**src/source/cpuDefs.sv**
```systemverilog
`default_nettype none

package cpuDefs;

        // bus and register file sizes
        localparam int wordWidth = 32;
        localparam int regCount = 16;
        localparam int regSelWidth = $clog2(regCount);

        // instruction field positions
        localparam int opcodeMsb = 31;
        localparam int opcodeLsb = 27;
        localparam int raMsb = 26;
        localparam int raLsb = 23;
        localparam int rbMsb = 22;
        localparam int rbLsb = 19;
        localparam int rcMsb = 18;
        localparam int rcLsb = 15;
        localparam int constMsb = 18;     // constant is bits 18..0, sign-extended

        // alu operation codes, anything else passes Y through
        typedef enum logic [4:0] {
                aluAdd = 5'd1,
                aluSub,
                aluAnd,
                aluOr,
                aluShl,
                aluShr,
                aluMul,
                aluNot,
                aluNeg
        } aluOp_t;

endpackage

`default_nettype wire
```
**src/source/selectEncode.sv**
```systemverilog
`timescale 1ns/10ps
`default_nettype none

module selectEncode import cpuDefs::*; (
        input  wire  [wordWidth-1:0] irData,
        input  wire                  gra,
        input  wire                  grb,
        input  wire                  grc,
        input  wire                  rin,
        input  wire                  rout,
        input  wire                  baOut,
        output logic [regCount-1:0]  regIn,
        output logic [regCount-1:0]  regOut,
        output logic [wordWidth-1:0] constData
);

        logic [regSelWidth-1:0] regField;
        logic [regCount-1:0] decoded;
        logic anyField;

        // pick Ra, Rb or Rc
        assign regField = ({regSelWidth{gra}} & irData[raMsb:raLsb])
                        | ({regSelWidth{grb}} & irData[rbMsb:rbLsb])
                        | ({regSelWidth{grc}} & irData[rcMsb:rcLsb]);
        assign anyField = gra | grb | grc;

        // 4-to-16 decode, nothing enabled without a field select
        always_comb begin
                decoded = '0;
                if (anyField)
                        decoded[regField] = 1'b1;
        end

        assign regIn  = {regCount{rin}} & decoded;
        assign regOut = {regCount{rout | baOut}} & decoded;

        assign constData = {{(wordWidth - constMsb - 1){irData[constMsb]}},
                            irData[constMsb:0]};

        always_comb begin
                assert final ($onehot0({gra, grb, grc}))
                else $error("selectEncode: several register fields selected");
        end

endmodule

`default_nettype wire

```
**config.mk**
```make
export PLATFORM = sky130hd
export DESIGN_NAME = selectEncode
export DESIGN_NICKNAME = d
export VERILOG_FILES = /design/src/source/cpuDefs.sv /design/src/source/selectEncode.sv
export SDC_FILE = /design/constraint.sdc
export NUM_CORES = 1
export LEC_CHECK = 0
export BUFFER_PORTS_ARGS = -buffer_cell sky130_fd_sc_hd__buf_2
export CAP_MARGIN = 5
export CELL_PAD_IN_SITES_DETAIL_PLACEMENT = 1
export CELL_PAD_IN_SITES_GLOBAL_PLACEMENT = 2
export CORE_MARGIN = 4
export CORE_UTILIZATION = 10
export DETAILED_ROUTE_END_ITERATION = 10
export PLACE_DENSITY = 0.9
export SETUP_SLACK_MARGIN = 0.3
export SLEW_MARGIN = 20
export SYNTH_ARGS = -nofsm -noshare
export SYNTH_HDL_FRONTEND = slang
export SYNTH_SLANG_ARGS = --single-unit
```
**constraint.sdc**
```tcl
create_clock -name vclk -period 4.2
set_input_delay 0.84 -clock vclk [all_inputs]
set_output_delay 0.84 -clock vclk [all_outputs]
set_load 0.02 [all_outputs]
```
### Word level (Yosys, flattened, before mapping)

Cells that the tools add are included.

* register bits: 0
* output and inout bits: 64
* word-level logic and storage cells: 16

* order comparisons: 2
* mux-type cells: 3
* bitwise gates (word level): 10
* reduce and logical (&&, ||, !) cells: 1

Operator list (number)
* $and A16 B16 Y16: 2
* $mux W16: 1
* $and A4 B4 Y4: 3
* $or A4 B4 Y4: 2
* $lt A4 B5 Y1 const B: 1
* $demux W1 S4: 1
* $ge A4 B1 Y1 const B: 1
* $or A1 B1 Y1: 3
* $logic_and A1 B1 Y1: 1
* $mux W1: 1

### Longest topological paths before layout

* word-level depth: 9
* gate-level depth with buffers: 4
* mapped depth without buffers: 3

### Worst setup path after synthesis

OpenSTA, ideal clock, no wires.

* kind: input port to output port
* start: in irData[26]
* end: out regIn[0]
* data arrival time: 2.276 ns
* data required time: 3.360 ns
* path slack: 1.084 ns
* stages on the path: 4
* cells stage by stage: a222oi_1 -> o31ai_1 -> buf_2 -> nor3_1

* word-level cells in the longest chain between the ends: 9

Ends and longest elaborated chain
* start, declared: RTL line selectEncode.sv:5 `input wire [wordWidth-1:0] irData,`
* $and A4 B4 Y4 *: RTL line selectEncode.sv:22 `assign regField = ({regSelWidth{gra}} & irData[raMsb:raLsb])`
* $or A4 B4 Y4 *: RTL line selectEncode.sv:23 `| ({regSelWidth{grb}} & irData[rbMsb:rbLsb])`
* $or A4 B4 Y4 *: RTL line selectEncode.sv:24 `| ({regSelWidth{grc}} & irData[rcMsb:rcLsb]);`
* $lt A4 B5 Y1 (implied by the code) / $ge A4 B1 Y1 (equally long branches): RTL line selectEncode.sv:31 `decoded[regField] = 1'b1;`
* $logic_and A1 B1 Y1 (implied by the code): RTL line selectEncode.sv:31
* $mux W1 (implied by the code): RTL line selectEncode.sv:31
* $demux W1 S4 *: RTL line selectEncode.sv:31
* $mux W16 *: RTL line selectEncode.sv:30 `if (anyField)`
* $and A16 B16 Y16 *: RTL line selectEncode.sv:34 `assign regIn = {regCount{rin}} & decoded;`
* end, declared: RTL line selectEncode.sv:12 `output logic [regCount-1:0] regIn,`

Every way passes the cells marked *; elsewhere a longest branch is shown, timed or not.

### Worst setup path after layout

* start: in gra
* end: out regOut[1]

* word-level cells in the longest chain between the ends: 9

Ends and longest elaborated chain
* start, declared: RTL line selectEncode.sv:6 `input wire gra,`
* $and A4 B4 Y4: RTL line selectEncode.sv:22
* $or A4 B4 Y4: RTL line selectEncode.sv:23
* $or A4 B4 Y4: RTL line selectEncode.sv:24
* $lt A4 B5 Y1 (implied by the code) / $ge A4 B1 Y1 (equally long branches): RTL line selectEncode.sv:31
* $logic_and A1 B1 Y1 (implied by the code): RTL line selectEncode.sv:31
* $mux W1 (implied by the code): RTL line selectEncode.sv:31
* $demux W1 S4: RTL line selectEncode.sv:31
* $mux W16 *: RTL line selectEncode.sv:30
* $and A16 B16 Y16 *: RTL line selectEncode.sv:35 `assign regOut = {regCount{rout | baOut}} & decoded;`
* end, declared: RTL line selectEncode.sv:13 `output logic [regCount-1:0] regOut,`

Marked as above.

==> flow_summary.ini <==
[setup_path]
cp-start-kind = primary input
path_class = primary input to primary output
cp_max_fo = 16
arrival_ns = 2.45
end_kind = primary output
crit_start = gra
critPathRequiredTime_ns = 3.36

[logic_synthesis]
syn_inst = 83
ys_top_cells_by_area = buf_4 (46%), nor3_1 (15%), nor2_1 (12%), a222oi_1 (7.7%), or3b_1 (3.4%)
syn_area_um2 = 518
synth_nets = 121
ys_types = 17
synth.avg_cell_area_um2 = 6.24
yosys.area.top_type_share_pct = 46.4
synth_seq_area_share_pct = 0
ys_warn_count = 0
synth_area_leader_cell = buf_4

[drt]
via_per_inst = 3.63
drc = 0
drt-initial-drc-count = 14
antenna_left = 0
first_pass_iters = 4
routed_wl_um = 2340
vias = 676
avgRoutedWirePerCell_um = 12.6

[placement]
dpl_cell_area_um2 = 716
hpwl_um = 2030
gp_congestion = 0.633
dp.cells = 186
portBuffers = 67

[global_route]
grt_pass1_vias = 746
grt_pass1_wl_um = 3640
grt.overflow.total = 0
grt_usage_pct = 6.96
grt_max_degree = 17
antenna_found_initial = 0

[timing]
post-route-min-period_ns = 3.29
tns_ns = 0
slew_viol_final = 0
final_hold_viol_count = 0
setup_viol = 0
worst_pin_slew_ns = 0.749
rsz0062_at_grt = false
fin_crit_sh_pct = 78.3
max_freq_mhz = 304
maxSlewHeadroom_pct = 50.1

[floorplan]
die_area_um2 = 6400
rows = 25
start_util_pct = 10.6
fp.dieH_um = 80.0
ios = 102
core_area_um2 = 4880
die_x_um = 80.0

[layout]
drive_above_1_share_pct = 62.2
fin_nets = 159
area_growth_pct = 38.2
clock_buffers = 0
fin_cells = 186
seqCellArea_um2 = 0
diodes = 0
fillers = 641
final_cell_area_um2 = 716
seq_cell_count = 0
multi_input_area_um2 = 274

[min_path]
hp-start = irData[11]
hold_depth = 0
min_path_type = primary input to primary output
min_delay_worst_endpoint = constData[11]

[cts]
post_cts.repair.setup_buffers = 0
cts_hold_buffers = 0
ctsResizeCount = 0

[flow_run]
max-cap-violations = 0

[pwr]
p_leak_uw = 0.000398
cellPowerDensity_nw_per_um2 = 131
peakVddDrop_v = 0.0000313

[run_status]
outcome = completed
==> where the power goes <==
part           total [uW]  leakage, uW  internal [uW]  switching [uW]
combinational        93.9     0.000398           31.3            62.6
sequential              0            0              0               0
clock                   0            0              0               0
==> worst max-delay path by stage <==
stage | to | slack, ns | cells after the start
finish | regOut[1] | 0.91 | 6
global route | regIn[2] | 0.73 | 6
CTS | regOut[4] | 0.86 | 6
detailed placement | regOut[4] | 0.88 | 6
global placement | regOut[4] | 0.87 | 6
floorplan | regIn[0] | 1.08 | 4
==> layout make-up <==
cell class / count / area share [%]
multi-input combinational: 49 / 38.3
tap: 67 / 11.7
timing repair buffer: 70 / 50.0
==> metrics by stage <==
stage	utilization (%)	worst slack, ns	power, uW	hold slack (ns)
2_1_floorplan	-	1.08	85.6	1.79
3_3_place_gp	14.7	0.870	95.1	1.68
3_5_place_dp	14.7	0.875	96.8	1.68
4_1_cts	14.7	0.861	97.1	1.68
5_1_grt	14.7	0.734	104	1.68
6_report	14.7	0.911	93.9	1.68
==> synth_stat cells <==
cell type,number
a222oi_1,4
buf_2,1
buf_4,32
clkbuf_1,1
nand2_1,2
nand2b_1,1
nand3b_1,1
nor2_1,16
nor3_1,16
o21ai_1,1
o21bai_1,1
o31ai_1,1
or2_2,1
or2b_1,1
or2b_2,1
or3_2,1
or3b_1,2
==> critical path, cell delays in order <==
cell      delay [ns]
buf_2           0.13
a222oi_1        0.69
o31ai_2         0.15
buf_4           0.23
nor3_1          0.21
buf_2           0.20
==> kinds of logic (layout without fill, tap and decap cells) <==
family | after synthesis | count (layout) | synth area share [%]
simple gates | 42 | 42 | 40.3
buf+inv | 34 | 70 | 48.1
compound gates | 7 | 7 | 11.6
==> metal layers <==
| layer | GRT usage, % | up-vias | part of all wire, % |
|---|---|---|---|
| met1 | 8.67 | 297 | 40 |
| li1 | - | 328 | - |
| met3 | 0.903 | 2 | 10 |
| met4 | 0.338 | 0 | 0.17 |
| met2 | 13.2 | 49 | 49 |
| met5 | 0 | - | 0 |
==> cell usage in the layout (no fill, tap or decap), types with 2 or more instances in the layout <==
master    count
nor2_1       16
nand2_1       2
buf_2        67
or3b_1        2
a222oi_1      4
nor3_1       16
buf_4         3
(Power assumes the default switching activity.)
