===== src/source/cpuDefs.sv =====
`default_nettype none

package cpuDefs;

        // bus and register file sizes
        localparam int wordWidth = 32;
        localparam int regCount = 16;
        localparam int regSelWidth = $clog2(regCount);

        // instruction field positions
        localparam int opcodeMsb = 31;
        localparam int opcodeLsb = 27;
        localparam int raMsb = 26;
        localparam int raLsb = 23;
        localparam int rbMsb = 22;
        localparam int rbLsb = 19;
        localparam int rcMsb = 18;
        localparam int rcLsb = 15;
        localparam int constMsb = 18;     // constant is bits 18..0, sign-extended

        // alu operation codes, anything else passes Y through
        typedef enum logic [4:0] {
                aluAdd = 5'd1,
                aluSub,
                aluAnd,
                aluOr,
                aluShl,
                aluShr,
                aluMul,
                aluNot,
                aluNeg
        } aluOp_t;

endpackage

`default_nettype wire

===== src/source/busMux.sv =====
`timescale 1ns/10ps
`default_nettype none

module busMux import cpuDefs::*; (
        input  wire  [wordWidth-1:0] pcData,
        input  wire  [wordWidth-1:0] mdrData,
        input  wire  [wordWidth-1:0] zLowData,
        input  wire  [wordWidth-1:0] zHighData,
        input  wire  [wordWidth-1:0] constData,
        input  wire  [wordWidth-1:0] regData [regCount],
        input  wire                  pcOut,
        input  wire                  mdrOut,
        input  wire                  zLowOut,
        input  wire                  zHighOut,
        input  wire                  constOut,
        input  wire  [regCount-1:0]  regOut,
        output logic [wordWidth-1:0] busData
);

        localparam int srcCount = regCount + 5;
        localparam int idxBits = $clog2(srcCount);

        logic [srcCount-1:0] selVec;
        logic [wordWidth-1:0] srcWords [srcCount];
        logic [idxBits-1:0] selIndex;

        // registers sit in the low bits, special sources above them
        assign selVec = {constOut, zHighOut, zLowOut, mdrOut, pcOut, regOut};

        always_comb begin
                for (int i = 0; i < regCount; i++) begin
                        srcWords[i] = regData[i];
                end
                srcWords[regCount]     = pcData;
                srcWords[regCount + 1] = mdrData;
                srcWords[regCount + 2] = zLowData;
                srcWords[regCount + 3] = zHighData;
                srcWords[regCount + 4] = constData;
        end

        // one-hot to index
        always_comb begin
                selIndex = '0;
                for (int i = 0; i < srcCount; i++) begin
                        if (selVec[i])
                                selIndex = idxBits'(i);
                end
        end

        assign busData = (|selVec) ? srcWords[selIndex] : '0;   // idle bus reads zero

        always_comb begin
                assert final ($onehot0(selVec))
                else $error("busMux: more than one bus source enabled (%b)", selVec);
        end

endmodule

`default_nettype wire


===== config.mk =====
export PLATFORM = sky130hd
export DESIGN_NAME = busMux
export DESIGN_NICKNAME = d
export VERILOG_FILES = /design/src/source/cpuDefs.sv /design/src/source/busMux.sv
export SDC_FILE = /design/constraint.sdc
export NUM_CORES = 1
export LEC_CHECK = 0
export BUFFER_PORTS_ARGS = -buffer_cell sky130_fd_sc_hd__buf_2
export CORE_AREA = 2 2 286 288
export DETAILED_ROUTE_END_ITERATION = 16
export DIE_AREA = 0 0 288 290
export PLACE_DENSITY_LB_ADDON = 0.08
export SETUP_SLACK_MARGIN = 0.5
export SYNTH_ARGS = -nofsm -noshare
export SYNTH_HDL_FRONTEND = slang
export SYNTH_SLANG_ARGS = --single-unit

===== constraint.sdc =====
create_clock -name vclk -period 2.3
set_input_delay 0.23 -clock vclk [all_inputs]
set_output_delay 0.23 -clock vclk [all_outputs]
set_load 0.005 [all_outputs]

# Word level (Yosys, flattened, before mapping)
# Cells that the tools add are included.
dict set report word_totals {
  register_bits 0
  inputBits 693
  word_cells 27
}
dict set report op_classes {
  order_cmp 1
  mux 24
  bitwise_logic 1
  reduce_logical 1
}
# op count
set op_table {}
lappend op_table {{$bmux 32 s5} 1}
lappend op_table {{$mux 32} 3}
lappend op_table {{$mux 5} 19}
lappend op_table {{$reduce_or 21->1} 1}
lappend op_table {{$ge 6x6->1 const B} 1}
lappend op_table {{$not 5->6} 1}
lappend op_table {{$mux 1} 1}

# Longest topological paths before layout
dict set report depth {
  word_depth 25
  ltp_mapped 12
}

# Worst setup path before layout
# No wires, ideal clock.
dict set report synth_path {
  kind {input to output}
  start {input zLowOut}
  end {output busData[17]}
  t_arrival_ps 2245
  required_time_ps 2070
  path_slack_ps -175
  stages 8
  path_buffers 3
  cell_sequence {clkbuf_1 or4_4 or4_4 buf_6 nor3b_4 buf_4 a222oi_1 nor3_1}
}
dict set report synth_between {
  elab_chain_cells 8
  elab_cells_between_ends 9
  classes_between {7 x mux; 1 x bitwise; 1 x reduce/logical}
}
# item line
set synth_rtl {}
lappend synth_rtl {{start: declaration} busMux.sv:13} ;# input wire zLowOut,
lappend synth_rtl {{$mux 5 (3 in a row)} busMux.sv:45} ;# if (selVec[i])
lappend synth_rtl {{$not 5->6 (not written as such)} busMux.sv:50} ;# assign busData = (|selVec) ? srcWords[selIndex] : '0;
lappend synth_rtl {{$bmux 32 s5} busMux.sv:50}
lappend synth_rtl {{$mux 32 (not written as such) (2 in a row)} busMux.sv:50}
lappend synth_rtl {{$mux 32 *} busMux.sv:50}
lappend synth_rtl {{end: declaration} busMux.sv:17} ;# output logic [wordWidth-1:0] busData
# Every way passes the cells marked *; elsewhere a longest branch is shown, timed or not. The select of a mux whose other input is x is not followed.

# Worst setup path in the final report
dict set report layout_path {
  start {input pcOut}
  end {output busData[21]}
}
dict set report layout_between {
  elab_chain_cells 10
  elab_cells_between_ends 11
  classes_between {9 x mux; 1 x bitwise; 1 x reduce/logical}
}
# item line
set layout_rtl {}
lappend layout_rtl {{start: declaration} busMux.sv:11} ;# input wire pcOut,
lappend layout_rtl {{$mux 5 (5 in a row)} busMux.sv:45}
lappend layout_rtl {{$not 5->6 (not written as such)} busMux.sv:50}
lappend layout_rtl {{$bmux 32 s5} busMux.sv:50}
lappend layout_rtl {{$mux 32 (not written as such) (2 in a row)} busMux.sv:50}
lappend layout_rtl {{$mux 32 *} busMux.sv:50}
# Marked as above.

==> flow_summary_export.csv <==
group,metric,value,unit
outcome,status,"complete, but fails checks",
outcome,violations,"setup timing",
grt,grt_pass1_wl,94100,um
cells_and_area,multi_input_area,0.00667,mm2
synth,synth.distinct_cells,44,
synth,avgSynthCellArea,5.48,um2
worst_setup_path,criticalPathCategory,"primary input to output pin",
timing,setup_slack,-0.708,ns
worst_setup_path,crit_path_max_fanout,31,
die,ios,725,
synth,synth_warnings,0,
worst_setup_path,setup.worst_path.start,"pcOut",
synth,syn-num-nets,1784,
hold_path,min_to,"busData[25]",
detailed_routing,wire_per_inst,23.0,um
cells_and_area,fillers,9416,
timing,timing.final.crit_share,131,%
worst_setup_path,critPathCaptureType,"output pin",
worst_setup_path,cp_slowest_cell,"a222oi_1",
cells_and_area,stdcell_count,3062,
timing,setup_viol,32,
worst_setup_path,slowest_delay,0.63,ns
detailed_routing,wl,70500,um
cts,cts_hold_buf,0,
worst_setup_path,path_delay_family,"simple AND/OR/NAND/NOR gates",
die,start_util,7.46,%
timing,layout_min_cycle_time,3.01,ns
hold_path,hp-class,"primary input to output pin",
run,cap_violations,0,
timing,hold_viol,0,
timing,slew_viol_final,0,
synth,synth_area,0.00598,mm2
cells_and_area,drive_gt1_share,60.0,%
die,dieArea,0.0835,mm2
cells_and_area,nFlopsAndLatches,0,
placement,hpwl,58100,um
cells_and_area,nClkBuffers,0,
worst_setup_path,cp.buffers_inverters,3,
worst_setup_path,cp.required,2.07,ns
timing,hold_ws,0.902,ns
cells_and_area,syn2layout_area_growth,153,%
placement,pre_cts_ws,-1.23,ns
cells_and_area,fin_nets,2687,
cells_and_area,seq_area,0,um2
die,rows,104,
placement,io_buffers,725,
power,p_leak,7.44,nW
worst_setup_path,crit_arrival,2.78,ns
worst_setup_path,worstSetupStartpointType,"primary input",
grt,overflow,0,
die,die_x,288,um
grt,antenna_found_initial,11,
placement,gp_congestion,0.852,
worst_setup_path,cpMostUsedCell,"or4_4",
die,core,0.0802,mm2
power,ir_drop,0.0673,mV
power,finalPower,3.33,mW
synth,synth_cells,1091,
cells_and_area,final_cell_mix,"buf_2, nand2_1, buf_4",
synth,yosysSeqAreaShare,0,%
hold_path,hold_depth,4,
detailed_routing,postRouteAntennaNets,0,
detailed_routing,dr.pass1.iters,7,
grt,grt_max_degree,34,
timing,max_freq,0.332,GHz
timing,slew-limit-headroom,58.7,%
detailed_routing,via_per_inst,3.98,
power,p_per_area,220,mW/mm2
placement,dp.cells,2974,
grt,grt_pass1_vias,13100,
timing,worst_pin_slew,0.620,ns
timing,rsz0062_at_grt,"true",
detailed_routing,via_count,12200,
grt,track_usage,15.5,%
hold_path,worstHoldStart,"constData[25]",
cells_and_area,final_common_cell,"buf_2",
detailed_routing,drc,0,
worst_setup_path,cp_cell_sequence,"buf_6 > or2_4 > or4_4 > or4_4 > nor3b_4 > buf_12 > a222oi_1 > nor3_2 > buf_2",
die,die_h,290,um
detailed_routing,drt_iter0_markers,527,
-- worst max path at each step --
stage                             end  cells past startpoint  slack, ns
after CTS                 busData[26]                     13      -0.87
after detailed placement   busData[8]                     12      -1.23
after global routing      busData[26]                     15      -0.88
after global placement    busData[18]                     13      -1.27
after floorplan           busData[17]                      8      -0.07
final                     busData[21]                      9      -0.71
-- metrics by stage --
step / cell area (um2) / util, % / setup TNS, ns
floorplan: 6090 / - / -1.69
global placement: 12600 / 15.7 / -31.70
detailed placement: 12600 / 15.7 / -30.95
CTS: 14200 / 17.7 / -23.19
global route: 15100 / 18.8 / -24.00
finish: 15100 / 18.9 / -20.03
-- report_power, final --
| group | total [mW] | internal, mW | switching (mW) |
|---|---|---|---|
| clock | 0.000000512 | 0.000000512 | 0 |
| combinational | 3.33 | 1.72 | 1.61 |
| sequential | 0 | 0 | 0 |
| total | 3.33 | 1.72 | 1.61 |
-- cell families after synthesis --
| family | Yosys count | share of synthesized area [%] |
|---|---|---|
| buffers and inverters | 124 | 9.00 |
| AO/OA/AOI/OAI | 404 | 45.2 |
| AND/OR/NAND/NOR | 499 | 35.1 |
| multiplexers | 64 | 10.7 |
-- layer usage --
metal	vias to the layer above	track usage, %	wire length (um)	part of all wire (%)
met5	-	0	55	0.078
met1	5798	18.3	28300	40
li1	5894	-	-	-
met2	445	29.9	37600	53
met3	36	2.04	3660	5.2
met4	8	2.33	867	1.2
-- cell type report --
type | count | share of cell area, %
multi-input cells | 967 | 44.1
inverters | 4 | 0.0993
repair buffers | 1021 | 46.8
well taps | 1060 | 8.77
diodes | 10 | 0.166
-- Yosys cell counts, types with 3 or more instances --
master,instances,share of area (%)
nand2_1,352,22
a222oi_1,31,5.2
or3_1,3,0.31
a221oi_1,3,0.44
clkbuf_1,66,4.1
nor4_1,4,0.42
a21o_1,31,3.9
buf_4,8,1.0
nand3_1,65,5.4
buf_2,10,0.84
nor3_1,35,2.9
mux2i_1,64,11
a22o_1,31,4.5
a21oi_1,131,11
o21ai_0,5,0.42
inv_1,4,0.25
buf_6,4,0.75
a22oi_1,62,7.8
a31oi_1,33,3.5
buf_1,32,2.0
o22ai_1,63,6.6
nor2_1,23,1.4
-- what timing repair did --
action / 4_1_cts / 5_1_grt
hold endpoints to repair: 0 / 0
setup endpoints to repair: 32 / 32
pin swaps: 36 / 81
gates resized for setup: 184 / 109
gates cloned: 9 / 9
setup buffers: 35 / 25
(Power assumes the default switching activity.)
