**src/source/cpuDefs.sv**
```systemverilog
`default_nettype none

package cpuDefs;

        // bus and register file sizes
        localparam int wordWidth = 32;
        localparam int regCount = 16;
        localparam int regSelWidth = $clog2(regCount);

        // instruction field positions
        localparam int opcodeMsb = 31;
        localparam int opcodeLsb = 27;
        localparam int raMsb = 26;
        localparam int raLsb = 23;
        localparam int rbMsb = 22;
        localparam int rbLsb = 19;
        localparam int rcMsb = 18;
        localparam int rcLsb = 15;
        localparam int constMsb = 18;     // constant is bits 18..0, sign-extended

        // alu operation codes, anything else passes Y through
        typedef enum logic [4:0] {
                aluAdd = 5'd1,
                aluSub,
                aluAnd,
                aluOr,
                aluShl,
                aluShr,
                aluMul,
                aluNot,
                aluNeg
        } aluOp_t;

endpackage

`default_nettype wire
```
**src/source/aluUnit.sv**
```systemverilog
`timescale 1ns/10ps
`default_nettype none

module aluUnit import cpuDefs::*; (
        input  wire                  Clock,
        input  wire                  rst,
        input  wire  [wordWidth-1:0] busData,
        input  wire                  yIn,
        input  wire                  zIn,
        input  wire  aluOp_t         operation,
        output logic [wordWidth-1:0] zLowData,
        output logic [wordWidth-1:0] zHighData
);

        logic [wordWidth-1:0] yReg;
        logic [2*wordWidth-1:0] zReg;
        logic [2*wordWidth-1:0] aluResult;
        logic signed [2*wordWidth-1:0] yWide, busWide;
        logic [4:0] shiftAmount;

        assign shiftAmount = busData[4:0];
        // signed operands for the full-width product
        assign yWide   = {{wordWidth{yReg[wordWidth-1]}}, yReg};
        assign busWide = {{wordWidth{busData[wordWidth-1]}}, busData};

        always_comb begin
                aluResult = '0;         // upper half stays zero except for mul
                case (operation)
                        aluAdd:  aluResult[wordWidth-1:0] = yReg + busData;
                        aluSub:  aluResult[wordWidth-1:0] = yReg - busData;
                        aluAnd:  aluResult[wordWidth-1:0] = yReg & busData;
                        aluOr:   aluResult[wordWidth-1:0] = yReg | busData;
                        aluShl:  aluResult[wordWidth-1:0] = yReg << shiftAmount;
                        aluShr:  aluResult[wordWidth-1:0] = yReg >> shiftAmount;  // logical
                        aluMul:  aluResult = yWide * busWide;
                        aluNot:  aluResult[wordWidth-1:0] = ~busData;
                        aluNeg:  aluResult[wordWidth-1:0] = -busData;
                        default: aluResult[wordWidth-1:0] = yReg;
                endcase
        end

        always_ff @(posedge Clock) begin
                if (rst) begin
                        yReg <= '0;
                        zReg <= '0;
                end else begin
                        if (yIn)
                                yReg <= busData;
                        if (zIn)
                                zReg <= aluResult;
                end
        end

        assign zLowData  = zReg[wordWidth-1:0];
        assign zHighData = zReg[2*wordWidth-1:wordWidth];

endmodule

`default_nettype wire

```
**config.mk**
```make
export PLATFORM = sky130hd
export DESIGN_NAME = aluUnit
export DESIGN_NICKNAME = d
export VERILOG_FILES = /design/src/source/cpuDefs.sv /design/src/source/aluUnit.sv
export SDC_FILE = /design/constraint.sdc
export NUM_CORES = 2
export LEC_CHECK = 0
export BUFFER_PORTS_ARGS = -buffer_cell sky130_fd_sc_hd__buf_2
export CORE_MARGIN = 2
export CORE_UTILIZATION = 35
export DETAILED_ROUTE_END_ITERATION = 7
export SLEW_MARGIN = 0
export SYNTH_ARGS = -nofsm -noshare
export SYNTH_HDL_FRONTEND = slang
export SYNTH_SLANG_ARGS = --single-unit
```
**constraint.sdc**
```tcl
create_clock -name Clock -period 26.4 [get_ports Clock]
set_input_delay 1.32 -clock Clock [delete_from_list [all_inputs] [get_ports Clock]]
set_output_delay 1.32 -clock Clock [all_outputs]
set_load 0.01 [all_outputs]
```
Word-level counts from Yosys, hierarchy flattened --
Index checks and enable logic that the tools add are counted.
Storage, ports and cells: input port bits 41, word-level logic and storage cells 22, bits in registers 96, output and inout port bits 64
Operators by class: add/sub/neg operators 3, mux-type cells 2, bitwise logic cells 3, equal/unequal tests 9, multipliers 1, shift operators 2
Operator list (count):
- $pmux W32 S9 | 1
- $mul A32 B32 Y64 | 1
- $add A32 B32 Y32 | 1
- $and A32 B32 Y32 | 1
- $mux W32 | 1
- $neg A32 Y32 | 1
- $not A32 Y32 | 1
- $or A32 B32 Y32 | 1
- $shl A32 B5 Y32 | 1
- $shr A32 B5 Y32 | 1
- $sub A32 B32 Y32 | 1
- $eq A5 B3 Y1 const B | 4
- $eq A5 B2 Y1 const B | 2
- $eq A5 B4 Y1 const B | 2
- $eq A5 B1 Y1 const B | 1

Logic depth before layout (Yosys ltp) --
word-level depth 2, gate-level depth with buffers 34

Least setup slack after synthesis --
OpenSTA, ideal clock, no wires.
path type input to register, from in busData[3], to reg zReg[59], slack 16.333 ns, cell stages on the path 30, arrival time 9.943 ns, cells stage by stage clkbuf_1 inv_1 clkbuf_1 clkbuf_1 clkbuf_1 buf_1 nor2_1 fa_1 fa_1 fa_1 fa_1 inv_1 fa_1 inv_1 fa_1 inv_1 fa_1 inv_1 fa_1 ha_1 nand3_1 nor3_1 nand2_1 nor3_1 nor2b_2 nor4_4 or2_4 o31ai_1 xnor2_1 o21ai_1
Between the ends: longest elaborated chain between the ends 2
RTL lines:
- start, declared | RTL line aluUnit.sv:7 | input wire [wordWidth-1:0] busData,
- $mul A32 B32 Y64 | RTL line aluUnit.sv:35 | aluMul: aluResult = yWide * busWide;
- $mux W32 | RTL line aluUnit.sv:28 | case (operation)
- end signal, assigned | RTL line aluUnit.sv:50 | zReg <= aluResult;
- end, declared | RTL line aluUnit.sv:16 | logic [2*wordWidth-1:0] zReg;
No other way between the ends. A chain may end at the register's enable or synchronous reset.

Worst setup path in the final report --
from in busData[5], to reg zReg[60]
The elaborated chain is that of the path after synthesis.

==> impl_results.md <==
- Outcome: complete, no violations
- Yosys warning total: 0
- Most used cell, CP: fa_1
- R2r worst-path depth: 26
- Worst hold path type: reg -> reg
- Area growth from synthesis to layout: 5.61%
- Commonest cells post-synth: fa_1 (1084), inv_1 (1023), nor2_1 (733)
- Worst-path clk slew: 80 ps
- WHS Path Cells: 2
- Vias in the first global route: 41.5k
- Tmin final: 10040 ps
- Post-synth cell types: 100
- DP Area: 49100 um^2
- Most numerous cell in the Yosys netlist: fa_1
- ANT nets after route: 0
- Largest net degree at the start of global routing: between 80 and 90
- CP startpoint: busData[5]
- Worst r2r src: yReg[15]$_SDFFE_PP0P_
- Gp weighted congestion: between 1 and 1.5
- Hold EP: zReg[39]$_SDFFE_PP0P_
- Gr ovfl total: 0
- Sequential share of the synthesized area: 4.11%
- Slew Viols, Final: 0
- Final setup fails: 0
- I/O Buffers: 104
- Final period util: 38.0%
- Post-place setup slack: around 16000 ps
- First-pass GRT wire length: 279000 um
- Flop2flop setup slack: around 16000 ps
- CP peak stage delay: around 880 ps
- Setup Crit Path Kind: in -> reg
- Synth top area cells: fa_1 (46%), inv_1 (8.2%), ha_1 (7.5%), nor2_1 (5.9%), nand2_1 (4.9%)
- TritonCTS Buffers: 9
- Final Cell Area: 49400 um^2
- Total Routing Usage GR: between 20% and 30%
- Wire per inst: 26.2 um
- Starting Density: a little over a third
- Max-Cap Viols: 0
- Drt via density: between 5 and 6
- CTS Hold Buffers Added: 0
- Crit start category: input pin
- Syn nets: approximately 7k
- Final hold violation count: 0
- Dominant synthesized flop cell: dfxtp_1
- Nets: between 6k and 7k
- Worst path slowest cell: a21oi_1
- Clk_skew: 28.3 ps
- Post-synthesis async set-or-reset flop share: 0%
- Setup crit end kind: register
- Delay-heaviest family, CP: adder cells
- Mean area per synthesized cell: 8.64 um^2
- Vias: 39.6k
- Critical R2R Capture: zReg[60]$_SDFFE_PP0P_
- Crit path required time: 26730 ps
- Sink Count: 96
- Die height: between 300 and 400 um
- Row count: around 130
- DIE AREA: 136000 um^2
- Worst-margin pin slew: 1220 ps
- Worst-Skew Late Latency: 440 ps
- Post-CTS setup buffers: 0
- Rel. slew slack: 18.6%
- Post-cts gate resize count: 0
- Unrepaired setup endpoints after global routing: no
- Smallest setup slack after layout: 16360 ps
- Longest Clk Path Bufs: 2
- Final Core Density: 37.1%
- Initial antenna violation count: 17
- DRC errors left: 0
- EDFF count, synth: 0
- CTS tree: done
- Top-area cell type share of the netlist area: between 40% and 50%
- Seq cells post-synth: 96
- Share of layout cells above drive strength 1: 6.36%
- Ports: 105
- Hold Path Origin: zReg[39]$_SDFFE_PP0P_
- Critical Path AT: 10370 ps
- Syn Inst Count: 5408
- WP buf/inv: 6
- CTS Root Cell: clkbuf_16
- Synth Cell Area: 46700 um^2
- Routed wire length: 186000 um
- Post-DP HPWL: 142000 um
- CP max FO: 24
- H-tree Lvls: 3
- Largest area contributor in the netlist: fa_1
- Core Area: ~130000 um^2
- Fmax: ~0.10 GHz
- DRT Pass-1 Iters: 6
- Total negative slack: 0 ps
- Initial drt markers: ~4.0k
- Die W: 369 um
==> registers in the layout (all words and copies together) (netlist names) <==
register / cells
yReg: 32
zReg: 64
==> layer usage <==
metal,GRT usage [%],vias up,part of all wire (%)
met5,0,-,0.048
met4,12.0,14,5.3
met3,6.91,449,11
met2,43.0,2106,45
met1,36.8,20440,39
li1,-,16561,-
==> cells in the final DEF, fill, tap and decap left out, types with 22 or more instances in the layout <==
cell and instances:
a21o_1 64, a21oi_1 199, a31oi_1 22, buf_2 102, buf_4 117, clkinv_1 26
dfxtp_1 93, fa_1 1083, ha_1 281, inv_1 1021, mux2i_1 82, mux4_2 50
nand2_1 604, nand2b_1 36, nand3_1 44, nor2_1 731, nor3_1 41, o21ai_0 145
o21bai_1 23, o221ai_1 25, o22ai_1 36, xnor2_1 75, xor2_1 31
==> worst reg2reg max path, stage by stage, from the launching register on <==
cell      delay (ps)
dfxtp_1          320
buf_4            490
clkinv_1         990
nor2_1           450
fa_1             480
fa_1             490
inv_1             50
fa_1             460
fa_1             550
inv_1             50
fa_1             490
inv_1             50
fa_1             540
inv_1             50
fa_1             380
fa_1             480
ha_1             400
and2_1           190
nand3_1          110
or3_1            320
a21oi_1          410
o211ai_1         290
a21oi_1          880
o21ai_0          390
a31oi_1          280
nor3_1            70
o31ai_1          210
==> how the worst max path moves through the flow <==
stage                            end  slack, ps  depth (start not counted)
6_report       zReg[60]$_SDFFE_PP0P_      16360                         26
5_1_grt        zReg[59]$_SDFFE_PP0P_      15710                         26
4_1_cts        zReg[59]$_SDFFE_PP0P_      16380                         26
3_5_place_dp   zReg[59]$_SDFFE_PP0P_      15980                         26
3_3_place_gp   zReg[59]$_SDFFE_PP0P_      16160                         26
2_1_floorplan  zReg[59]$_SDFFE_PP0P_      16330                         30
==> final cells by class <==
class	count	area, um^2
fillers	13621	83600
clock inverters	6	50.0
repair buffers	219	1390
diodes	6	15.0
clock buffers	10	229
well taps	1768	2210
inverters	1053	3950
multi-input cells	3927	39600
flip-flops and latches	96	1930
==> cells by family (layout without fill, tap and decap cells) <==
| group | count (synthesis) | in the layout | share of synthesized area, % |
|---|---|---|---|
| simple gates | 1586 | 1586 | 14.0 |
| buf+inv | 1385 | 1288 | 11.3 |
| fa+ha+maj | 1365 | 1365 | 53.9 |
| compound gates | 729 | 729 | 10.3 |
| mux | 141 | 141 | 4.38 |
| xor+xnor | 106 | 106 | 1.99 |
| flops | 96 | 96 | 4.11 |
| other cells | 0 | 6 | 0 |
==> stage by stage <==
| stage | std cells | hold slack [ps] |
|---|---|---|
| 6_report | 7085 | 463 |
| 2_1_floorplan | 5408 | 470 |
| 3_3_place_gp | 7063 | 435 |
| 3_5_place_dp | 7063 | 443 |
| 5_1_grt | 7085 | 476 |
| 4_1_cts | 7079 | 466 |
Power is left out: the tool's default activity adds up to more than one toggle a clock period on the data nets, which glitch-free logic cannot reach.
