### src/source/cpuDefs.sv
`default_nettype none

package cpuDefs;

        // bus and register file sizes
        localparam int wordWidth = 32;
        localparam int regCount = 16;
        localparam int regSelWidth = $clog2(regCount);

        // instruction field positions
        localparam int opcodeMsb = 31;
        localparam int opcodeLsb = 27;
        localparam int raMsb = 26;
        localparam int raLsb = 23;
        localparam int rbMsb = 22;
        localparam int rbLsb = 19;
        localparam int rcMsb = 18;
        localparam int rcLsb = 15;
        localparam int constMsb = 18;     // constant is bits 18..0, sign-extended

        // alu operation codes, anything else passes Y through
        typedef enum logic [4:0] {
                aluAdd = 5'd1,
                aluSub,
                aluAnd,
                aluOr,
                aluShl,
                aluShr,
                aluMul,
                aluNot,
                aluNeg
        } aluOp_t;

endpackage

`default_nettype wire
### src/source/registerFile.sv
`timescale 1ns/10ps
`default_nettype none

module registerFile import cpuDefs::*; (
        input  wire                  Clock,
        input  wire                  rst,
        input  wire  [wordWidth-1:0] busData,
        input  wire  [regCount-1:0]  regIn,
        input  wire                  baOut,
        output logic [wordWidth-1:0] regData [regCount]
);

        logic [wordWidth-1:0] regs [regCount];

        always_ff @(posedge Clock) begin
                if (rst) begin
                        for (int i = 0; i < regCount; i++) begin
                                regs[i] <= '0;
                        end
                end else begin
                        for (int i = 0; i < regCount; i++) begin
                                if (regIn[i])
                                        regs[i] <= busData;
                        end
                end
        end

        // R0 acts as "no base" for base-plus-offset addressing
        always_comb begin
                for (int i = 0; i < regCount; i++) begin
                        regData[i] = regs[i];
                end
                if (baOut)
                        regData[0] = '0;
        end

endmodule

`default_nettype wire

### config.mk
export PLATFORM = sky130hd
export DESIGN_NAME = registerFile
export DESIGN_NICKNAME = d
export VERILOG_FILES = /design/src/source/cpuDefs.sv /design/src/source/registerFile.sv
export SDC_FILE = /design/constraint.sdc
export NUM_CORES = 1
export LEC_CHECK = 0
export BUFFER_PORTS_ARGS = -buffer_cell sky130_fd_sc_hd__buf_2
export CORE_AREA = 2 2 222 224
export CTS_CLUSTER_DIAMETER = 40
export DETAILED_ROUTE_END_ITERATION = 10
export DIE_AREA = 0 0 224 226
export PLACE_DENSITY = 0.74
export SLEW_MARGIN = 20
export SYNTH_ARGS = -nofsm -noshare
export SYNTH_HDL_FRONTEND = slang
export SYNTH_SLANG_ARGS = --single-unit
### constraint.sdc
create_clock -name Clock -period 3.5 [get_ports Clock]
set_input_delay 0.525 -clock Clock [delete_from_list [all_inputs] [get_ports Clock]]
set_output_delay 0.525 -clock Clock [all_outputs]
set_load 0.1 [all_outputs]
[Word level (Yosys, flattened, before mapping)]
Memory sizes are Yosys's and may differ from the RTL's.
Index checks and enable logic that the tools add are counted.
Cells by class
  bitwise operators: 16
  multiplexer cells: 67
Operators by type and width (number)
  $mux 32: 17
  $mux 1: 50
  $or 1x1->1: 16
Storage, ports and cells
  bits in writable memories: 512
  input port bits: 51
  logic and storage cells: 84
  output and inout port bits: 512
  register bits: 0
  memories kept: 1
Memories
  regs: words 16, width 32, read ports 16, clocked after Yosys merged registers in 0, write ports 16, RTL line registerFile.sv:13  | logic [wordWidth-1:0] regs [regCount];

[Depth between registers and ports, before layout]
Gate-level depths: netlist of the first run.
  depth after elaboration: 4
  gate-level depth with buffers: 3
  depth with buffers taken out: 1

[Least setup slack after synthesis of the first run]
No wires, ideal clock.
  kind: input -> output
  from: in baOut
  to: out regData[480] (netlist bit)
  stages: 2
  arrival time: 2.058 ns
  data required time: 2.975 ns
  path buffers: 1
  path slack: 0.917 ns
  path through: clkbuf_1 -> nor2b_1
RTL lines
  from (decl): RTL line registerFile.sv:9  | input wire baOut,
  to (decl): RTL line registerFile.sv:10  | output logic [wordWidth-1:0] regData [regCount]

==> impl_metrics.csv, run 1 <==
group,metric,value,unit
synthesis,synthArstFlopShare,0,
finish,fillers,3953,
routing,remaining_drc_errors,0,
finish,largest_reg_flops,512,
worst_hold_path,hold_class,"in -> reg",
setup_path,crit_required,2.97,ns
clock_tree,cts_resized,0,
clock_tree,clockBufferDepth,3,
global_route,grt_pass1_vias,11015,
finish,regMostFlops,"regs",
routing,wl_per_cell,26.94,um
synthesis,ys.warnings.count,0,
setup_path,critPathMaxFanout,1,
sta,setup_viol,0,
floorplan,io_pins,563,
clock_tree,clk_pin_slew,0.06,ns
synthesis,synthesis.area,20800,um^2
routing,wl,59960,um
finish,drive_gt1_frac,0.4313,
routing,ant_nets,0,
synthesis,synthTopCellsByArea,"edfxtp_1, and3b_1, buf_4, nor2b_1, clkbuf_1",
global_route,grt_pass1_wl,81190,um
floorplan,die_h,226,um
setup_path,crit_type,"reg -> out",
clock_tree,cts_setup_buffers,0,
finish,areaGrowthSynthToFinish,17.72,%
routing,drtIter0Drc,956,
clock_tree,numCtsBuffers,66,
floorplan,design.core.area,48340,um^2
setup_path,cp-end-kind,"primary output",
finish,fin_util,0.5065,
finish,register_area,15370,um^2
job,drv_cap,0,
synthesis,syn-instance-count,1241,
synthesis,avgSynthCellArea,16.76,um^2
global_route,gr-total-overflow,0,
sta,drv_slew,0,
floorplan,die_w,224,um
clock_tree,cts.sinks,512,
synthesis,yosysTopAreaCell,"edfxtp_1",
clock_tree,cts_tree,"yes",
routing,via_per_inst,5.203,
synthesis,synth_cell_types,8,
synthesis,ys.flop_type,"edfxtp_1",
synthesis,yosysMostFrequentCell,"edfxtp_1",
floorplan,fp.dieArea,50620,um^2
pwr,power.density,773.4,nW/um^2
finish,top_regs,"regs: 512 flops",
synthesis,synth-edff-count,512,
sta,finalCriticalPeriod,2.094,ns
clock_tree,cts-htree-levels,3,
global_route,grt_usage,0.2284,
clock_tree,cts_root_buf,"clkbuf_16",
synthesis,syn_nets,1292,
setup_path,start_kind,"flop",
synthesis,synth_common_cells,"edfxtp_1, and3b_1, buf_4, clkbuf_1, nor2b_1",
place,globalplace.congestion,0.7940,
synthesis,yosysSeqAreaShare,0.7393,
sta,rsz0062_at_grt,"false",
sta,timing.final.crit_share,0.5984,
finish,multiInputGateArea,3303,um^2
synthesis,synth_top_area_frac,0.7393,
sta,final_hold_viol_count,0,
sta,layout_setup_ws,1.406,ns
floorplan,initial_core_util,0.4302,
routing,detail_route.first_pass.iterations,4,
routing,vias,11582,
pwr,leakagePower,11.50,nW
finish,nets,1600,
place,pre_cts_slack,1.196,ns
clock_tree,cts-hold-fix-buffers,0,
sta,relSlewSlack,0.3714,
place,numPortBuffers,562,
pwr,ir_drop,0.6170,mV
status,outcome,"finished clean",
global_route,grt_antenna_before_repair,9,
setup_path,arrival,1.57,ns
sta,worstMarginPinSlew,0.9429,ns
synthesis,synth-seq-cells,512,
sta,fmax,0.4775,GHz
place,hpwl,38370,um
floorplan,placementRows,81,
sta,timing.setup.tns,0,ns
global_route,grt_max_degree,91,
==> cell families (layout without fill, tap and decap cells) <==
kind of cell / Yosys count / count (layout) / synth area share
buffers and inverters: 329 / 688 / 0.1019
flip-flops: 512 / 512 / 0.7393
other: 0 / 4 / 0
AND/OR/NAND/NOR: 400 / 400 / 0.1588
==> critical path, stage by stage (launching register included) <==
cell      delay [ns]
edfxtp_1        0.39
nor2b_1         0.15
buf_2           0.44
==> layer usage <==
metal | track usage | vias to the layer above | part of all wire
met4 | 0.09505 | 4 | 0.036
met3 | 0.05347 | 115 | 0.081
met2 | 0.3973 | 627 | 0.51
li1 | - | 4937 | -
met1 | 0.2731 | 5899 | 0.37
met5 | 0 | - | 0.00040
==> layout by cell type (no fill, tap or decap) <==
cell type / n
clkinv_8: 4
clkinv_1: 9
nor2b_1: 64
buf_2: 561
inv_8: 6
clkinvlp_4: 4
clkbuf_8: 1
and3b_1: 320
inv_16: 1
clkinv_4: 6
edfxtp_1: 512
diode_2: 4
buf_4: 7
clkinv_2: 9
clkbuf_16: 67
inv_6: 5
or2_2: 16
clkbuf_1: 5
bufinv_16: 3
==> metrics by stage <==
stage	instances	instance area, um^2	total power, W	hold WS [ns]
2_1_floorplan	1241	20800	0.01194	0.7578
3_3_place_gp	2103	22330	0.01245	1.144
3_5_place_dp	2103	22330	0.01249	1.145
4_1_cts	2222	24470	0.01901	0.5306
5_1_grt	2224	24480	0.01931	0.5524
6_report	2226	24480	0.01894	0.5572
==> final timing paths <==
kind	startpoint	to	slack (ns)	cells after the start
max	regs[0][2]$_SDFFCE_PN0P_	regData[482]	1.41	2
min	busData[27]	regs[0][251]$_SDFFCE_PN0P_	0.56	2
==> power by group <==
group	switching, W	internal [W]	total (W)
Clock	0.00275	0.00382	0.00657
Combinational	0.00439	0.000482	0.00487
Sequential	0.000167	0.00732	0.00749
Total	0.00730	0.0116	0.0189
==> layout make-up <==
cell class / instances / share of cell area
clock buffers: 72 / 0.06925
well taps: 622 / 0.03179
clock inverters: 47 / 0.01830
diodes: 4 / 0.0004088
multi-input cells: 400 / 0.1349
flip-flops and latches: 512 / 0.6280
repair buffers: 569 / 0.1174
Note: power is estimated with default switching activity, not from simulation.
==> inputs of run 2 (changes only) <==
- CORE_AREA: 2 2 222 224 -> 2 2 218 220
- DIE_AREA: 0 0 224 226 -> 0 0 220 222
- PLACE_DENSITY: 0.74 -> 0.79
- clock period: 3.5 -> 1.8 ns (I/O delays scaled with it)
==> run 2 against run 1 <==
Net effect: worst hold slack worse by 0.46 ns; critical path depth unchanged; clock-buffer cell count down 8; sequential cell count unchanged; power is 91% higher; critical endpoint is now regData[503]; largest cell class unchanged.
==> impl_metrics.csv, run 2 (synthesized netlist as in run 1, its figures left out) <==
group,metric,value,unit
pwr,seqPwrFrac,0.403,
pwr,switching_share,0.3863,
global_route,grt_pass1_wl,83520,um
global_route,grt_antenna_before_repair,16,
sta,worstMarginPinSlew,0.9390,ns
finish,mostFrequentLayoutCells,"buf_2, edfxtp_1, and3b_1",
setup_path,crit_required,1.53,ns
routing,highest_layer,"met5",
finish,drive_gt1_frac,0.4472,
clock_tree,cts_setup_buffers,0,
routing,remaining_drc_errors,0,
sta,final_hold_viol_count,0,
setup_path,start_kind,"flop",
sta,timing.setup.tns,0,ns
routing,detail_route.first_pass.iterations,5,
finish,areaGrowthSynthToFinish,19.42,%
clock_tree,cts_tree,"yes",
floorplan,placementRows,79,
global_route,grt_pass1_vias,11308,
floorplan,io_pins,563,
sta,fmax,0.5767,GHz
floorplan,initial_core_util,0.4496,
sta,relSlewSlack,0.3740,
setup_path,critPathMaxFanout,1,
finish,nets,1639,
setup_path,crit_type,"reg -> out",
place,placed_area,22730,um^2
routing,drtIter0Drc,1063,
clock_tree,cts-htree-levels,2,
finish,design_area,24840,um^2
pwr,leakagePower,11.66,nW
sta,drv_slew,0,
global_route,grt_usage,0.2454,
global_route,grt_max_degree,90,
clock_tree,cts_root_buf,"clkbuf_16",
routing,dr_wl_met3,5411,um
routing,dr_wl_met2,32010,um
sta,setup_viol,0,
clock_tree,cts.sinks,512,
sta,worst_hold_slack,0.1016,ns
pwr,power_switching,0.01397,W
place,hpwl,41570,um
routing,wl,61650,um
clock_tree,numCtsBuffers,61,
floorplan,fp.dieArea,48840,um^2
job,drv_cap,0,
routing,vias,11751,
routing,via_per_inst,5.220,
pwr,power.density,1456,nW/um^2
finish,final_common_cell,"buf_2",
sta,rsz0062_at_grt,"false",
worst_hold_path,hold_class,"in -> reg",
routing,drt-met1-wl,22430,um
routing,ant_nets,0,
sta,timing.final.crit_share,0.9634,
pwr,power,0.03617,W
setup_path,cp-end-kind,"primary output",
finish,regMostFlops,"regs",
floorplan,die_h,222,um
place,globalplace.congestion,0.8382,
clock_tree,clockBufferDepth,3,
place,numPortBuffers,562,
status,outcome,"finished clean",
clock_tree,clk_pin_slew,0.06,ns
setup_path,arrival,1.46,ns
global_route,gr-total-overflow,0,
floorplan,design.core.area,46260,um^2
finish,fin_util,0.5369,
finish,top_regs,"regs: 512 flops",
routing,wl_per_cell,27.39,um
pwr,ir_drop,1.111,mV
pwr,p_int,0.02220,W
sta,finalCriticalPeriod,1.734,ns
finish,largest_reg_flops,512,
floorplan,die_w,220,um
pwr,comb_power_share,0.265,
pwr,pwr-share-clk,0.332,
-- run 2: area by class of cell --
class | count | area, um^2
repair buffers | 613 | 3367
diodes | 7 | 17.52
flip-flops and latches | 512 | 15370
fillers | 3629 | 21420
multi-input cells | 400 | 3308
clock inverters | 48 | 471.7
well taps | 607 | 759.5
clock buffers | 64 | 1538
-- run 2: stage by stage --
stage | setup WS [ns] | std cells
finish | 0.06586 | 2251
global placement | 0.1075 | 2132
global route | 0.002716 | 2245
floorplan | -0.2734 | 1241
detailed placement | 0.07218 | 2132
CTS | 0.001567 | 2244
-- run 2: critical path, cell delays in order, from the launching register on --
cell,delay (ns)
edfxtp_1,0.31
nor2b_1,0.11
buf_2,0.43
-- run 2: final timing paths --
| kind | startpoint | to | depth (start not counted) |
|---|---|---|---|
| setup / recovery | regs[0][23]$_SDFFCE_PN0P_ | regData[503] | 2 |
| hold / removal | regIn[11] | regs[1][98]$_DFFE_PP_ | 2 |
-- run 2: power groups by stage --
stage,registers (W),logic (W),clock network [W]
5_1_grt,0.0146,0.00976,0.0126
3_3_place_gp,0.0148,0.00954,0
4_1_cts,0.0146,0.00961,0.0121
3_5_place_dp,0.0148,0.00959,0
2_1_floorplan,0.0185,0.00468,0
6_report,0.0146,0.00960,0.0120
-- run 2: repair_timing --
action,CTS,global route
resized for setup,17,13
setup endpoints to repair,17,13
endpoints found under the hold margin,0,0
hold buffers,0,0
pin swaps,0,0
-- run 2: per-layer routing --
metal	vias up	global-route usage
met1	5964	0.2984
met3	99	0.05309
met2	658	0.4300
met4	2	0.08400
li1	5028	-
met5	-	0
==> inputs of run 3 (changes only) <==
- RECOVER_POWER: not set -> 25
==> run 3 against run 2 <==
Net effect: worst hold slack better by 0.0034 ns; clock-buffer cell count stayed put; global-route usage is the same; critical path type is now in -> reg; critical endpoint is now regs[1][170]$_DFFE_PP_; largest power group unchanged.
==> impl_metrics.csv, run 3 (synthesized netlist as in run 1, its figures left out) <==
group,metric,value,unit
status,outcome,"finished clean",
setup_path,crit_type,"in -> reg",
clock_tree,numCtsBuffers,61,
routing,wl_per_cell,27.47,um
clock_tree,cts-hold-fix-buffers,0,
setup_path,arrival,2.04,ns
pwr,pwr-share-clk,0.332,
sta,final_hold_viol_count,0,
sta,drv_slew,0,
finish,areaGrowthSynthToFinish,18.84,%
sta,timing.final.crit_share,0.9708,
setup_path,start_kind,"primary input",
floorplan,placementRows,79,
place,numPortBuffers,562,
clock_tree,clockBufferDepth,3,
sta,layout_setup_ws,0.05248,ns
routing,ant_nets,0,
routing,dr_wl_met3,5579,um
pwr,ir_drop,1.124,mV
sta,relSlewSlack,0.1039,
routing,wl,61730,um
routing,vias,11749,
place,pre_cts_slack,0.07218,ns
routing,drtIter0Drc,1120,
pwr,seqPwrFrac,0.403,
clock_tree,cts_setup_buffers,0,
clock_tree,clk_pin_slew,0.06,ns
clock_tree,cts.sinks,512,
job,drv_cap,0,
setup_path,cp-end-kind,"flop",
sta,fmax,0.5722,GHz
floorplan,io_pins,563,
clock_tree,cts_tree,"yes",
finish,regMostFlops,"regs",
floorplan,design.core.area,46260,um^2
floorplan,fp.dieArea,48840,um^2
floorplan,initial_core_util,0.4496,
global_route,grt_pass1_wl,83520,um
routing,detail_route.first_pass.iterations,5,
pwr,power,0.03616,W
clock_tree,cts-htree-levels,2,
routing,highest_layer,"met5",
floorplan,die_w,220,um
global_route,grt_pass1_vias,11308,
sta,setup_viol,0,
pwr,comb_power_share,0.265,
floorplan,die_h,222,um
setup_path,crit_required,2.09,ns
finish,top_regs,"regs: 512 flops",
finish,mostFrequentLayoutCells,"buf_2, edfxtp_1, and3b_1",
setup_path,critPathMaxFanout,26,
finish,drive_gt1_frac,0.4337,
finish,final_common_cell,"buf_2",
global_route,grt_max_degree,90,
clock_tree,cts_root_buf,"clkbuf_16",
global_route,grt_usage,0.2454,
pwr,power_switching,0.01398,W
finish,nets,1639,
sta,finalCriticalPeriod,1.748,ns
pwr,switching_share,0.3866,
pwr,power.density,1463,nW/um^2
routing,dr_wl_met2,32010,um
place,globalplace.congestion,0.8382,
pwr,leakagePower,11.57,nW
sta,worst_hold_slack,0.1049,ns
routing,remaining_drc_errors,0,
worst_hold_path,hold_class,"in -> reg",
place,hpwl,41570,um
routing,drt-met1-wl,22250,um
global_route,gr-total-overflow,0,
sta,rsz0062_at_grt,"false",
global_route,grt_antenna_before_repair,16,
sta,timing.setup.tns,0,ns
finish,largest_reg_flops,512,
sta,worstMarginPinSlew,1.344,ns
routing,via_per_inst,5.229,
pwr,p_int,0.02218,W
[run 3: through the flow]
stage               cells    util  cell area, um^2
global route         2245  0.5342            24710
detailed placement   2132  0.4915            22730
global placement     2132  0.4915            22730
CTS                  2244  0.5358            24790
finish               2247  0.5343            24720
floorplan            1241       -            20800
[run 3: metal layers]
layer,vias up,track usage
li1,5020,-
met1,5920,0.2984
met2,701,0.4300
met3,106,0.05309
met4,2,0.08400
met5,-,0
[run 3: final cells by class]
class | instances | area, um^2
clock inverters | 48 | 471.7
multi-input cells | 400 | 3308
diodes | 3 | 7.507
clock buffers | 64 | 1538
well taps | 607 | 759.5
repair buffers | 613 | 3257
flip-flops and latches | 512 | 15370
fillers | 3656 | 21540
[run 3: timing repair]
item                       4_1_cts  5_1_grt
setup endpoints to repair       17       13
pin swaps                        0        0
gates resized for setup         17       13
[run 3: path summary, 6_finish.rpt]
check,startpoint,endpoint,slack [ns],depth (start not counted)
max,rst,regs[1][170]$_DFFE_PP_,0.05,4
min,busData[0],regs[0][64]$_SDFFCE_PN0P_,0.10,2
[run 3: critical path, stage by stage]
cell	delay, ns
clkbuf_8	0.22
clkbuf_1	0.64
or2_0	0.61
buf_12	0.27
[run 3: power by group through the flow]
stage	Combinational (W)	Sequential, W	Clock (W)
final	0.00958	0.0146	0.0120
after global routing	0.00973	0.0146	0.0126
after CTS	0.00961	0.0146	0.0121
after detailed placement	0.00959	0.0148	0
after global placement	0.00954	0.0148	0
after floorplan	0.00468	0.0185	0
